[config.mk]
export PLATFORM = sky130hd
export DESIGN_NAME = executeStage
export DESIGN_NICKNAME = d
export VERILOG_FILES = /design/src/hdl/cpuPkg.sv /design/src/hdl/executeStage.sv
export SDC_FILE = /design/constraint.sdc
export NUM_CORES = 1
export LEC_CHECK = 0
export ABC_AREA = 1
export BUFFER_PORTS_ARGS = -buffer_cell sky130_fd_sc_hd__buf_4
export CAP_MARGIN = 20
export CORE_MARGIN = 5
export CORE_UTILIZATION = 30
export CTS_BUF_LIST = sky130_fd_sc_hd__clkbuf_8
export DETAILED_ROUTE_END_ITERATION = 8
export SYNTH_ARGS = -nofsm -noshare
export SYNTH_HDL_FRONTEND = slang
export SYNTH_SLANG_ARGS = --single-unit
[constraint.sdc]
create_clock -name clk -period 10.6 [get_ports clk]
set_clock_uncertainty 0.15 [all_clocks]
set_input_delay 2.12 -clock clk [delete_from_list [all_inputs] [get_ports clk]]
set_output_delay 2.12 -clock clk [all_outputs]
set_load 0.005 [all_outputs]
[src/hdl/cpuPkg.sv]
package cpuPkg;

    // ------------------------------
    // widths
    // ------------------------------
    typedef logic [31:0] word_t;
    typedef logic [4:0]  regAddr_t;
    typedef logic [7:0]  imemAddr_t;
    typedef logic [7:0]  dmemAddr_t;    // byte address bits 9:2

    localparam int IMEM_DEPTH = 256;
    localparam int DMEM_DEPTH = 256;

    // ------------------------------
    // opcodes and function codes
    // ------------------------------
    localparam logic [5:0] OP_RTYPE = 6'h00;
    localparam logic [5:0] OP_ADDIU = 6'h09;
    localparam logic [5:0] OP_LW    = 6'h23;
    localparam logic [5:0] OP_SW    = 6'h2b;
    localparam logic [5:0] OP_HALT  = 6'h3f;

    localparam logic [5:0] FN_ADDU  = 6'h21;
    localparam logic [5:0] FN_SUBU  = 6'h23;
    localparam logic [5:0] FN_AND   = 6'h24;
    localparam logic [5:0] FN_OR    = 6'h25;
    localparam logic [5:0] FN_XOR   = 6'h26;
    localparam logic [5:0] FN_SLT   = 6'h2a;

    typedef enum logic [2:0] {
        ALU_ADD,
        ALU_SUB,
        ALU_AND,
        ALU_OR,
        ALU_XOR,
        ALU_SLT
    } aluOp_e;

    // ------------------------------
    // stage structs
    // ------------------------------
    typedef struct packed {
        logic  valid;
        word_t instr;
    } fetchToDecode_t;

    typedef struct packed {
        logic regWrite;
        logic memRead;
        logic memWrite;
        logic useImm;     // operand B comes from the immediate
        logic halt;
    } stageCtrl_t;

    typedef struct packed {
        logic       valid;
        stageCtrl_t ctrl;
        aluOp_e     aluOp;
        regAddr_t   rs;       // zero when the field is not a source
        regAddr_t   rt;
        regAddr_t   dest;
        word_t      opA;
        word_t      opB;
        word_t      imm;
    } decodeToExec_t;

    typedef struct packed {
        logic       valid;
        stageCtrl_t ctrl;
        regAddr_t   dest;
        word_t      aluResult;
        word_t      storeData;
    } execToResult_t;

    // register write port, also the retire output
    typedef struct packed {
        logic     valid;
        regAddr_t dest;
        word_t    data;
    } wbPort_t;

endpackage
[src/hdl/executeStage.sv]
module executeStage (
    input  logic                  clk,
    input  logic                  i_rst,
    input  cpuPkg::decodeToExec_t i_fromDecode,
    input  cpuPkg::wbPort_t       i_wb,
    output cpuPkg::execToResult_t o_toResult
);
    import cpuPkg::*;

    word_t fwdA;
    word_t fwdB;
    word_t operandB;
    word_t aluResult;

    // ------------------------------
    // forwarding
    // ------------------------------
    function automatic word_t forwardOperand(
        input regAddr_t      src,
        input word_t         regVal,
        input execToResult_t exMem,
        input wbPort_t       wb
    );
        if (src == '0) begin
            return regVal;
        end
        // EX/MEM holds the younger result
        if (exMem.valid && exMem.ctrl.regWrite && !exMem.ctrl.memRead
            && exMem.dest == src) begin
            return exMem.aluResult;
        end
        if (wb.valid && wb.dest == src) begin
            return wb.data;
        end
        return regVal;
    endfunction

    assign fwdA = forwardOperand(i_fromDecode.rs, i_fromDecode.opA, o_toResult, i_wb);
    assign fwdB = forwardOperand(i_fromDecode.rt, i_fromDecode.opB, o_toResult, i_wb);

    assign operandB = i_fromDecode.ctrl.useImm ? i_fromDecode.imm : fwdB;

    // ------------------------------
    // ALU
    // ------------------------------
    always_comb begin
        case (i_fromDecode.aluOp)
            ALU_ADD: aluResult = fwdA + operandB;
            ALU_SUB: aluResult = fwdA - operandB;
            ALU_AND: aluResult = fwdA & operandB;
            ALU_OR:  aluResult = fwdA | operandB;
            ALU_XOR: aluResult = fwdA ^ operandB;
            ALU_SLT: begin
                // signed compare
                aluResult = ($signed(fwdA) < $signed(operandB)) ? 32'd1 : 32'd0;
            end
            default: aluResult = '0;
        endcase
    end

    // ------------------------------
    // EX/MEM register
    // ------------------------------
    always_ff @(posedge clk) begin
        if (i_rst) begin
            o_toResult.valid <= 1'b0;
            o_toResult.ctrl  <= '0;
        end else begin
            o_toResult.valid <= i_fromDecode.valid;
            o_toResult.ctrl  <= i_fromDecode.valid ? i_fromDecode.ctrl : '0;
        end
    end

    always_ff @(posedge clk) begin
        o_toResult.dest      <= i_fromDecode.dest;
        o_toResult.aluResult <= aluResult;
        o_toResult.storeData <= fwdB;      // SW data after forwarding
    end

    // decode stalls a load consumer, so load data never needs EX/MEM forwarding
    assert property (@(posedge clk) disable iff (i_rst)
        (o_toResult.valid && o_toResult.ctrl.memRead && o_toResult.dest != '0
         && i_fromDecode.valid)
        |-> (i_fromDecode.rs != o_toResult.dest && i_fromDecode.rt != o_toResult.dest))
        else $error("load result needed from EX/MEM without a stall");

endmodule

## Word-level counts from Yosys, hierarchy flattened

Index checks and enable logic that the tools add are counted.
W data, S select, Z words.

- Flip-flop bits (word level): 75
- Input port bits: 160
- Output and inout port bits: 75
- Logic and storage cells: 63

- $add $sub $neg: 2
- Magnitude comparators: 1
- Equality and inequality tests: 9
- Mux-type cells: 27
- Bitwise gates (word level): 4
- Reductions and logical operators: 11

Operator list:

| operator | count |
|---|---|
| $mux W32 | 13 |
| $pmux W32 S6 | 1 |
| $add A32 B32 Y32 | 1 |
| $and A32 B32 Y32 | 1 |
| $lt A32 B32 Y1 | 1 |
| $or A32 B32 Y32 | 1 |
| $sub A32 B32 Y32 | 1 |
| $xor A32 B32 Y32 | 1 |
| $eq A5 B5 Y1 | 4 |
| $mux W1 | 13 |
| $logic_not A5 Y1 | 2 |
| $eq A3 B2 Y1 const B | 2 |
| $eq A3 B3 Y1 const B | 2 |
| $logic_and A1 B1 Y1 | 6 |
| $eq A3 B1 Y1 const B | 1 |
| $logic_not A3 Y1 | 1 |
| $reduce_or A2 Y1 | 1 |
| $logic_not A1 Y1 | 1 |
| $not A1 Y1 | 1 |

## Longest topological paths before layout

Gate-level depths: netlist (run 1).

- Depth in word-level cells: 14
- Depth in mapped cells: 26
- Gate-level depth less buffers: 24

## Worst setup path before layout (run 1)

No wires, ideal clock.

- Kind: input -> register
- From: input port i_fromDecode[109] (netlist bit)
- To: register o_toResult[32] (netlist bit)
- Library setup time: 0.121 ns
- Arrival: 4.572 ns
- Data required time: 10.329 ns
- Path slack: 5.757 ns
- Stages on the path: 23
- Path buffers: 1
- Cell sequence: inv_2 -> nor2_1 -> nor4_4 -> nand3_2 -> nand2_1 -> nand2_2 -> buf_6 -> nand2_1 -> inv_1 -> nor2_1 -> ha_1 -> inv_1 -> fa_1 -> nand2_1 -> nand3_1 -> nand2_1 -> nand2_1 -> nand2_1 -> nand2_1 -> nand2_1 -> nand3_1 -> nand3_1 -> nand2_1

- Longest elaborated chain between the ends: 11

Ends and longest elaborated chain:

| element | line | source |
|---|---|---|
| start: declaration | executeStage.sv:4 | `input cpuPkg::decodeToExec_t i_fromDecode,` |
| $eq A5 B5 Y1 | executeStage.sv:32 | `if (wb.valid && wb.dest == src) begin` |
| $logic_and A1 B1 Y1 | executeStage.sv:32 |  |
| $mux W1 (2 in a row) | executeStage.sv:32 |  |
| $mux W1 | executeStage.sv:28 | `if (exMem.valid && exMem.ctrl.regWrite && !exMem.ctrl.memRead` |
| $mux W32 | executeStage.sv:35 | `return regVal;` |
| $mux W32 | executeStage.sv:32 |  |
| $mux W32 * | executeStage.sv:28 |  |
| $lt A32 B32 Y1 | executeStage.sv:55 | `aluResult = ($signed(fwdA) < $signed(operandB)) ? 32'd1 : 32'd0;` |
| $mux W1 | executeStage.sv:55 |  |
| $pmux W32 S6 * | executeStage.sv:47 | `case (i_fromDecode.aluOp)` |
| net aluResult[0] | executeStage.sv:13 | `word_t aluResult;` |
| end: declaration | executeStage.sv:6 | `output cpuPkg::execToResult_t o_toResult` |

Mark *: on every way through the listed nets, which the timed path passes. The rest lies on a longest branch. The select of a mux whose other input is x is not followed.
A chain may end at the register's enable or synchronous reset.

## Worst setup path after layout (run 1)

- From: input port i_fromDecode[109] (netlist bit)
- To: register o_toResult[56] (netlist bit)

- Longest elaborated chain between the ends: 10

Ends and longest elaborated chain:

| element | line | source |
|---|---|---|
| $eq A5 B5 Y1 | executeStage.sv:32 |  |
| $logic_and A1 B1 Y1 | executeStage.sv:32 |  |
| $mux W1 (2 in a row) | executeStage.sv:32 |  |
| $mux W1 | executeStage.sv:28 |  |
| $mux W32 | executeStage.sv:35 |  |
| $mux W32 | executeStage.sv:32 |  |
| $mux W32 * | executeStage.sv:28 |  |
| $sub A32 B32 Y32, or another cell as far along | executeStage.sv:49 | `ALU_SUB: aluResult = fwdA - operandB;` |
| $pmux W32 S6 * | executeStage.sv:47 |  |
| net aluResult[24] | executeStage.sv:13 |  |

Marked as above.

==> results of run 1 <==
## final timing paths
check	start	to	cells after the start
min	o_toResult[39]	o_toResult[7]	3
max	i_fromDecode[109]	o_toResult[56]	18
max reg2reg	o_toResult[67]	o_toResult[56]	16
min reg2reg	o_toResult[39]	o_toResult[7]	3
## cells by family (layout without fill, tap and decap cells)
kind of cell             Yosys count  after routing
AO/OA/AOI/OAI                    353            353
flip-flops                        75             75
buffers and inverters            414            595
XOR/XNOR                          11             11
adder cells (fa/ha/maj)          103            103
AND/OR/NAND/NOR                 1026           1026
## cell usage in the layout, fill, tap and decap left out, drive strengths merged, types with 2 or more instances in the layout
master    n
nand3   129
xor2     10
o221ai    5
a31oi    29
nor3     22
buf     244
o21bai   35
and3      3
a21oi    85
o21ai   138
o21a     27
fa        2
and2      3
a221oi    2
dfxtp    75
inv     341
nand3b    2
nor4      2
nand2   591
nor2    269
clkbuf    9
o22ai    27
nand4     5
ha      101
## cells in the mapped netlist (5+ instances only)
cell	number
nand2_1	589
inv_1	331
nor2_1	268
nand3_1	126
o21ai_0	114
ha_1	101
a21oi_1	84
dfxtp_1	75
o21bai_1	35
buf_2	32
a31oi_1	29
clkbuf_1	28
o21a_1	27
o22ai_1	27
o21ai_1	24
nor3_1	20
xor2_1	10
inv_2	8
buf_4	6
clkbuf_2	5
nand4_1	5
o221ai_1	5
## power groups by stage
stage               Clock, mW  Sequential, mW  Combinational (mW)
global route            0.223           0.347               0.698
CTS                     0.215           0.345               0.626
floorplan                   0           0.337               0.376
global placement            0           0.353               0.620
detailed placement          0           0.351               0.623
finish                  0.206           0.345               0.632
## final cells by class
class | instances | area, um^2 | share of cell area [%]
tap | 461 | 577 | 4.47
clock inverter | 3 | 12.5 | 0.0970
multi-input combinational | 1493 | 7580 | 58.8
clock buffer | 9 | 124 | 0.961
inverter | 339 | 1270 | 9.87
sequential | 75 | 1500 | 11.6
timing repair buffer | 244 | 1830 | 14.2
## metal layers
layer	GRT usage [%]	vias to the layer above	routed length, um
li1	-	6579	-
met1	28.7	5916	19900
met2	42.2	500	23300
met3	2.86	75	2930
met4	7.57	0	1620
met5	0	-	0
## worst max-delay path, delay by kind of cell
kind	cells	cell delay, ns
adders and majority gates	1	0.41
buffers and inverters	3	0.95
AOI/OAI and AO/OA	1	0.39
and+or+nand+nor	13	2.44
==> impl_summary.txt, run 1 <==
----------------------------------------------------
[Timing]
  Highest achievable clock rate ... between 0.15 and 0.2 GHz
  Unrepaired setup endpoints after global routing ... false
  Slew margin rel. ... 44.1%
  Post-route minimum period ... ~6.2 ns
  Transition time at the pin with the least slew margin ... 0.839 ns
  Post-route worst setup slack ... ~4.4 ns
  Final hold violation count ... 0
  Max Slew Vio Count ... 0
  Final setup fails ... 0
  Final-layout setup total negative slack ... 0 ns
  Fin Hold WS ... 0.509 ns
  Final Cycle Share ... 58.6%

[Cells and area]
  Net total in the final layout ... 2425
  Register with the highest flop count ... o_toResult
  Largest registers ... o_toResult x75
  Fill count ... 4023
  Area added between synthesis and finish ... 20.3%
  Final instance area ... 12900 um^2
  Layout Utilization ... between 30% and 40%
  Diode insertion count for antenna repair ... 0
  Fraction of final layout cells sized beyond drive strength 1 ... 12.7%
  Post-layout instance count excluding filler cells ... 2624
  Flip-flop count of the largest register, all copies and words added ... 75

[Routing]
  DRC violations left ... 0
  ANT nets after route ... 0
  Starting DRT DRC Count ... a little under 1000
  Via count normalized by instance count ... 4.98
  Total Routed Length ... roughly 48 mm
  Wirelength per Cell ... 18.2 um
  Total number of vias ... ~13000
  Length of the first detailed-routing pass in iterations ... 6

[Outcome]
  Result of the run ... finished, final reports clean

[Yosys]
  Main combinational cell family by area after synthesis ... simple AND/OR/NAND/NOR gates
  Multiplexer share of the synthesized area ... 0%
  Cell type contributing the most total cell area after synthesis ... nand2_1
  Count of flip-flops with a built-in enable after synthesis ... 0
  Leading post-synthesis cells by cell area ... nand2_1 (21%), dfxtp_1 (14%), ha_1 (12%)
  Post-Synth Adder-Cell Area ... 12.2%
  Synth Instances ... 1982
  Xor/xnor share of the synthesized area ... 0.899%
  Seq/Total Area, Yosys ... 14.0%
  Synthesized net count ... 2245
  Share of Yosys cell area claimed by the top area cell type ... 20.6%
  Number of flip-flops and latches in the synthesized netlist ... 75
  Complex-gate fraction of the synthesized area ... 19.0%
  Most frequently used flop master after synthesis ... dfxtp_1
  Synthesis warning total ... 0
  Simple-gate share of the synthesized area ... 38.6%
  Mean post-synth cell area ... 5.41 um^2
  Netlist cell types ... 43
  Post-synthesis cell area ... 10700 um^2
  Async set-or-reset flop fraction in the synthesized netlist ... 0%

[Clocking]
  Maximum root-to-sink buffer count ... 2
  Setup bufs post-CTS ... 0
  Hold-fix buffer count after cts ... 0
  Insertion delay of the later-clocked pin in the worst-skew pair ... 0.40 ns
  TritonCTS clock tree ... done
  Reg clk slew, reported paths ... 0.09 ns
  Cell chosen for the clock root ... clkbuf_8
  Sinks on Clock Net ... 75
  Total CTS buffers ... 9
  Number of H-tree branching levels ... 3
  Post-CTS resize count ... 0

[Floorplan]
  Die height ... 199 um
  Die outline width ... 199 um
  Die Area ... slightly below 40000 um^2
  Top-level I/O count ... 235
  Area of the placeable core ... 35400 um^2
  Initial Util ... 30.3%
  Core Rows ... 69

[Global route]
  GRT Util Overall ... 23.3%
  Number of global-route vias before repair ... 12509
  First-pass GRT wire length ... just over 70 mm
  Antenna violations before repair ... 0
  Maximum number of pins on one net before global-route repair ... 61
  GRT Residual Overflow ... 0

[Setup path]
  Worst Path Max Fanout ... 34
  Stage delay of the slowest cell on the critical path ... ~0.77 ns
  Arrival time at the worst endpoint ... 6.33 ns
  Setup slack on the worst flop-to-flop path ... 5.85 ns
  CP Cell Sequence ... buf_4 > inv_2 > nor2_1 > nor4_4 > nand3_2 > inv_2 > nor2_1 > o21ai_0 > ha_1 > nor2_1 > and2_1 > nand2_1 > nand2_1 > nand3_1 > nand3_1 > nand2_1 > nand3_1 > nand3_1
  Standard cell with the maximum stage delay on the critical path ... inv_2
  Endpoint kind of the worst setup timing path ... flip-flop
  Worst setup path category ... input port to flip-flop
  Sort of element at the start of the critical path ... input port
  CP dominant cell by count ... nand3_1
  Data required, critical path ... 10.72 ns

[Pwr]
  Switching Fraction ... around 48%
  Pwr per Cell Area ... 91.8 nW/um^2
  Register share of total power ... 29.2%
  Total power draw ... 1.18 mW
  Worst IR drop on VDD ... a little under 0.00006 V
  P_leak ... roughly 7.4 nW
  Clock Power Share ... 17.4%
  Switching component of the power ... 0.567 mW
  Part of the power in combinational logic ... 53.4%
  Int Pwr ... just over 0.6 mW

[Placement]
  Worst slack at placement ... 4.02 ns
  Count of buffers from port buffering ... 234
  Placed Instance Area ... 12800 um^2
  Final GP Congestion ... roughly 1.0
  Half-perimeter wire length after detailed placement ... 39.5 mm
  Cell count after placement ... between 2000 and 3000

[Min path]
  Worst min-delay path class ... flip-flop to flip-flop

[Job]
  Max capacitance violation total ... 0

----------------------------------------------------
Power figures use the tool's default switching activity.
==> run 2: changes to the inputs <==
==> constraint.sdc (replaced) <==
create_clock -name clk -period 6.3 [get_ports clk]
set_clock_uncertainty 0.15 [all_clocks]
set_input_delay 1.26 -clock clk [delete_from_list [all_inputs] [get_ports clk]]
set_output_delay 1.26 -clock clk [all_outputs]
set_load 0.005 [all_outputs]
==> run 2 against run 1 <==
Against the previous run:
- hold slack got worse by 0.0090 ns
- wire length is 5.7% higher
- non-clock buffer count rose by 3
- cell area increased by 0.87%
- sequential power increased by 68%
- via count grew 2.4%
- power grew 81%
- worst setup slack got worse by 3.2 ns
- count of clock-buffer cells in the layout stayed put
- clock power up 130%
- sequential cell count unchanged
- first-iteration DRC count up 7.0%
- critical path type unchanged
- largest cell class unchanged
- highest routed layer unchanged
==> impl_summary.txt, run 2 (synthesis gave the netlist of run 1 again) <==
----------------------------------------------------
[Floorplan]
  Area of the placeable core ... 35400 um^2 (unchanged)
  Top-level I/O count ... 235 (unchanged)
  Die outline width ... 199 um (unchanged)
  Die Area ... 39600 um^2 (unchanged)
  Initial Util ... 30.3% (unchanged)
  Die height ... 199 um (unchanged)
  Core Rows ... 69 (unchanged)

[Clocking]
  Sinks on Clock Net ... 75 (unchanged)
  Setup bufs post-CTS ... 0 (unchanged)
  Maximum root-to-sink buffer count ... 2 (unchanged)
  Post-CTS resize count ... 0 (unchanged)
  Reg clk slew, reported paths ... 0.11 ns (+0.02 ns)
  Hold-fix buffer count after cts ... 0 (unchanged)
  Number of H-tree branching levels ... 3 (unchanged)
  Cell chosen for the clock root ... clkbuf_8
  TritonCTS clock tree ... done
  Insertion delay of the later-clocked pin in the worst-skew pair ... 0.43 ns (+0.03 ns)
  Total CTS buffers ... 9 (unchanged)

[Setup path]
  Stage delay of the slowest cell on the critical path ... 0.63 ns (-0.14 ns)
  CP dominant cell by count ... nand2_1
  Endpoint kind of the worst setup timing path ... flip-flop
  Standard cell with the maximum stage delay on the critical path ... inv_2
  Worst Path Max Fanout ... 32 (-5.9%)
  CP Cell Sequence ... buf_4 > xor2_1 > nor3_1 > nand3_2 > inv_2 > nor2_1 > o21ai_0 > ha_1 > nand2_1 > nand2_1 > inv_1 > nand2_1 > inv_1 > nand2_1 > nand2_1 > nand2_1 > o21ai_0 > nand3_1
  Sort of element at the start of the critical path ... input port
  Worst setup path category ... input port to flip-flop
  Data required, critical path ... 6.42 ns (-4.30 ns)
  Arrival time at the worst endpoint ... 5.20 ns (-1.13 ns)

[Routing]
  ANT nets after route ... 0 (unchanged)
  Length of the first detailed-routing pass in iterations ... 8 (+2)
  Wirelength per Cell ... 19.2 um (+5.5%)
  Via count normalized by instance count ... 5.09 (+2.2%)
  DRC violations left ... 0 (unchanged)
  Total number of vias ... 13388 (+2.4%)
  Total Routed Length ... 50.5 mm (+5.7%)
  Starting DRT DRC Count ... 1050 (+7.0%)

[Cells and area]
  Most common cell after layout, fill and taps aside ... nand2_1
  Final instance area ... 13000 um^2 (+0.87%)
  Fraction of final layout cells sized beyond drive strength 1 ... 13.0% (+0.33 points)
  Layout Utilization ... 36.7% (+0.32 points)
  Fill count ... 4082 (+1.5%)
  Register with the highest flop count ... o_toResult
  Flip-flop count of the largest register, all copies and words added ... 75 (unchanged)
  Net total in the final layout ... 2428 (+0.12%)
  Area added between synthesis and finish ... 21.4%
  Highest-count cells in the layout ignoring fill and taps ... nand2_1 (589), inv_1 (330), nor2_1 (268)
  Diode insertion count for antenna repair ... 0 (unchanged)
  Largest registers ... o_toResult x75

[Timing]
  Final hold violation count ... 0 (unchanged)
  Transition time at the pin with the least slew margin ... 1.00 ns (+0.166 ns)
  Final Cycle Share ... 80.6%
  Post-route worst setup slack ... 1.22 ns (-3.17 ns)
  Final setup fails ... 0 (unchanged)
  Slew margin rel. ... 32.9% (-11 points)
  Post-route minimum period ... 5.08 ns
  Unrepaired setup endpoints after global routing ... false
  Final-layout setup total negative slack ... 0 ns (unchanged)
  Highest achievable clock rate ... 0.197 GHz
  Max Slew Vio Count ... 0 (unchanged)

[Job]
  Max capacitance violation total ... 0 (unchanged)

[Outcome]
  Result of the run ... finished, final reports clean

[Pwr]
  Pwr per Cell Area ... 165 nW/um^2 (+80%)
  P_leak ... 7.41 nW (+0.63%)
  Worst IR drop on VDD ... 0.000104 V (+81%)
  Total power draw ... 2.15 mW (+81%)

[Placement]
  Final GP Congestion ... 1.04 (about the same)
  Half-perimeter wire length after detailed placement ... 41.3 mm (+4.6%)
  Worst slack at placement ... 0.893 ns (-3.13 ns)
  Count of buffers from port buffering ... 234 (unchanged)
  Placed Instance Area ... 12800 um^2 (+0.27%)

[Global route]
  Maximum number of pins on one net before global-route repair ... 61 (unchanged)
  Antenna violations before repair ... 0 (unchanged)
  GRT Residual Overflow ... 0 (unchanged)
  Number of global-route vias before repair ... 13389 (+7.0%)
  First-pass GRT wire length ... 76.3 mm (+6.0%)
  GRT Util Overall ... 25.0% (+1.7 points)

[Min path]
  Worst min-delay path class ... flip-flop to flip-flop

----------------------------------------------------
## run 2: worst max-delay path: cells and delay by family
family,cells,cell delay (ns)
buffers and inverters,4,0.91
and+or+nand+nor,10,1.59
adders and majority gates,1,0.45
xor gates and xnor gates,1,0.15
AOI/OAI and AO/OA,2,0.81
## run 2: final cells by class
class,instances,area (um^2),share of cell area (%)
Sequential cell,75,1500,11.5
Multi-Input combinational cell,1493,7580,58.2
Timing Repair Buffer,247,1870,14.4
Tap cell,461,577,4.43
Inverter,339,1270,9.78
Clock buffer,9,124,0.952
Clock inverter,6,90.1,0.693
## run 2: final timing paths
kind                                       end  slack (ns)  cells past startpoint              start
worst max register to register  o_toResult[47]        1.80                     17     o_toResult[67]
worst max-delay path            o_toResult[47]        1.22                     18  i_fromDecode[107]
worst min register to register   o_toResult[6]        0.50                      3     o_toResult[38]
worst min-delay path             o_toResult[6]        0.50                      3     o_toResult[38]
## run 2: per-layer routing
metal / wire length, um / vias to the layer above / GRT usage (%)
met1: 20200 / 6142 / 29.8
met3: 3190 / 108 / 3.00
li1: - / 6577 / -
met5: 0 / - / 0
met4: 2360 / 0 / 10.8
met2: 24700 / 561 / 45.1
## run 2: metrics by stage
step           hold WS (ns)  cells
2_1_floorplan         0.445   1982
3_3_place_gp          0.481   2615
3_5_place_dp          0.483   2615
4_1_cts               0.506   2630
5_1_grt               0.575   2630
6_report              0.500   2630
## run 2: power by group
group          switching (mW)  internal, mW
combinational           0.706         0.381
sequential             0.0551         0.525
clock                   0.257         0.223
==> run 3: changes to the inputs <==
==> constraint.sdc (replaced) <==
create_clock -name clk -period 5.1 [get_ports clk]
set_clock_uncertainty 0.15 [all_clocks]
set_input_delay 1.02 -clock clk [delete_from_list [all_inputs] [get_ports clk]]
set_output_delay 1.02 -clock clk [all_outputs]
set_load 0.005 [all_outputs]
==> run 3 against run 2 <==
Against the previous run:
- power grew 21%
- sequential power is 24% higher
- hold slack better by 0.016 ns
- via count is 2.0% lower
- final cell count up 0.42%
- global-route usage down 0.099 points
- die area unchanged
- cell area rose by 0.86%
- critical endpoint is now o_toResult[44]
- critical path type unchanged
==> impl_summary.txt, run 3 (synthesis gave the netlist of run 1 again) <==
----------------------------------------------------
[Outcome]
  Result of the run ... finished, final reports clean

[Timing]
  Post-route minimum period ... 4.34 ns
  Slew margin rel. ... 44.6% (+12 points)
  Highest achievable clock rate ... 0.230 GHz
  Final setup fails ... 0 (unchanged)
  Final-layout setup total negative slack ... 0 ns (unchanged)
  Final hold violation count ... 0 (unchanged)
  Unrepaired setup endpoints after global routing ... false
  Transition time at the pin with the least slew margin ... 0.832 ns (-0.173 ns)
  Final Cycle Share ... between 80% and 90%
  Max Slew Vio Count ... 0 (unchanged)

[Clocking]
  Total CTS buffers ... 9 (unchanged)
  Sinks on Clock Net ... 75 (unchanged)
  Cell chosen for the clock root ... clkbuf_8
  Reg clk slew, reported paths ... 0.10 ns (about the same)
  Number of H-tree branching levels ... 3 (unchanged)
  Insertion delay of the later-clocked pin in the worst-skew pair ... 0.41 ns (-0.02 ns)
  Setup bufs post-CTS ... 0 (unchanged)
  Maximum root-to-sink buffer count ... 2 (unchanged)
  Post-CTS resize count ... 0 (unchanged)
  Hold-fix buffer count after cts ... 0 (unchanged)
  TritonCTS clock tree ... done

[Setup path]
  Worst setup path category ... input port to flip-flop
  Sort of element at the start of the critical path ... input port
  CP dominant cell by count ... nand2_1
  Standard cell with the maximum stage delay on the critical path ... o21ai_0
  Endpoint kind of the worst setup timing path ... flip-flop
  Stage delay of the slowest cell on the critical path ... 0.53 ns (-0.10 ns)
  Arrival time at the worst endpoint ... 4.53 ns (-0.67 ns)
  Data required, critical path ... 5.29 ns (-1.13 ns)
  CP Cell Sequence ... buf_4 > inv_1 > nand2_1 > o21ai_0 > nor2_1 > nand3_2 > nand2_1 > nand2_2 > buf_12 > nand2_1 > a31oi_1 > ha_1 > inv_1 > fa_1 > nand2_1 > nand3_1 > nand3_1 > nand3b_1 > o21ai_0 > nand2_1 > nand3_1
  Worst Path Max Fanout ... 24 (-25%)

[Global route]
  GRT Util Overall ... 24.9% (-0.099 points)
  Antenna violations before repair ... 0 (unchanged)
  Maximum number of pins on one net before global-route repair ... 61 (unchanged)
  GRT Residual Overflow ... 0 (unchanged)
  Number of global-route vias before repair ... 13005 (-2.9%)
  First-pass GRT wire length ... 75.7 mm (-0.80%)

[Routing]
  DRC violations left ... 0 (unchanged)
  Length of the first detailed-routing pass in iterations ... 5 (-3)
  Via count normalized by instance count ... 4.97 (-2.4%)
  ANT nets after route ... 0 (unchanged)
  Total number of vias ... 13119 (-2.0%)
  Starting DRT DRC Count ... 949 (-9.6%)
  Total Routed Length ... 50.3 mm (-0.30%)
  Wirelength per Cell ... 19.1 um (-0.72%)

[Pwr]
  P_leak ... 7.47 nW (+0.87%)
  Pwr per Cell Area ... 198 nW/um^2 (+20%)
  Worst IR drop on VDD ... 0.000113 V (+8.1%)
  Total power draw ... 2.60 mW (+21%)

[Floorplan]
  Top-level I/O count ... 235 (unchanged)
  Die Area ... 39600 um^2 (unchanged)
  Die height ... 199 um (unchanged)
  Area of the placeable core ... 35400 um^2 (unchanged)
  Initial Util ... 30.3% (unchanged)
  Core Rows ... 69 (unchanged)
  Die outline width ... 199 um (unchanged)

[Job]
  Max capacitance violation total ... 0 (unchanged)

[Cells and area]
  Area added between synthesis and finish ... 22.4%
  Largest registers ... o_toResult x75
  Diode insertion count for antenna repair ... 0 (unchanged)
  Fraction of final layout cells sized beyond drive strength 1 ... 13.4% (+0.39 points)
  Most common cell after layout, fill and taps aside ... nand2_1
  Register with the highest flop count ... o_toResult
  Highest-count cells in the layout ignoring fill and taps ... nand2_1 (589), inv_1 (331), nor2_1 (268)
  Net total in the final layout ... 2439 (+0.45%)
  Post-layout instance count excluding filler cells ... 2641 (+0.42%)
  Flip-flop count of the largest register, all copies and words added ... 75 (unchanged)

[Placement]
  Final GP Congestion ... 1.00 (-4.0%)
  Half-perimeter wire length after detailed placement ... 41.8 mm (+1.2%)
  Cell count after placement ... 2626 (+0.42%)
  Count of buffers from port buffering ... 234 (unchanged)

[Min path]
  Worst min-delay path class ... flip-flop to flip-flop

----------------------------------------------------
## run 3: area by class of cell
cell class | instances | area, um^2
multi-input cells | 1493 | 7580
fillers | 4024 | 22300
well taps | 461 | 577
repair buffers | 258 | 2000
clock inverters | 5 | 55.1
inverters | 339 | 1270
flip-flops and latches | 75 | 1500
clock buffers | 10 | 138
## run 3: layer usage
metal  share of wire [%]  global-route usage (%)
met1                  41                    29.4
met4                 5.5                    12.3
met3                 5.0                    3.15
met5                   0                       0
met2                  48                    44.4
## run 3: critical path, delay by kind of cell
family	cells	cell delay (ns)
buffers and inverters	4	0.51
and+or+nand+nor	12	1.36
AOI/OAI and AO/OA	3	0.90
adders and majority gates	2	0.72
## run 3: report_power, final
part           internal (mW)  switching [mW]
clock                  0.236           0.299
combinational          0.480           0.862
sequential             0.649          0.0728
total                   1.36            1.23
## run 3: through the flow
step           hold slack, ns  area (um^2)  utilization, %  setup slack, ns
5_1_grt                 0.538        13100            37.1            0.475
3_5_place_dp            0.496        12900            36.5            0.374
2_1_floorplan           0.445        10700               -             1.36
4_1_cts                 0.523        13100            37.1            0.785
3_3_place_gp            0.486        12900            36.5            0.343
6_report                0.516        13100            37.1            0.757
## run 3: path summary, 6_finish.rpt
kind / startpoint / endpoint / slack (ns) / depth (start not counted)
hold / removal: o_toResult[43] / o_toResult[11] / 0.52 / 3
hold reg to reg: o_toResult[43] / o_toResult[11] / 0.52 / 3
setup / recovery: i_wb[33] / o_toResult[44] / 0.76 / 21
setup reg to reg: o_toResult[66] / o_toResult[44] / 1.12 / 16
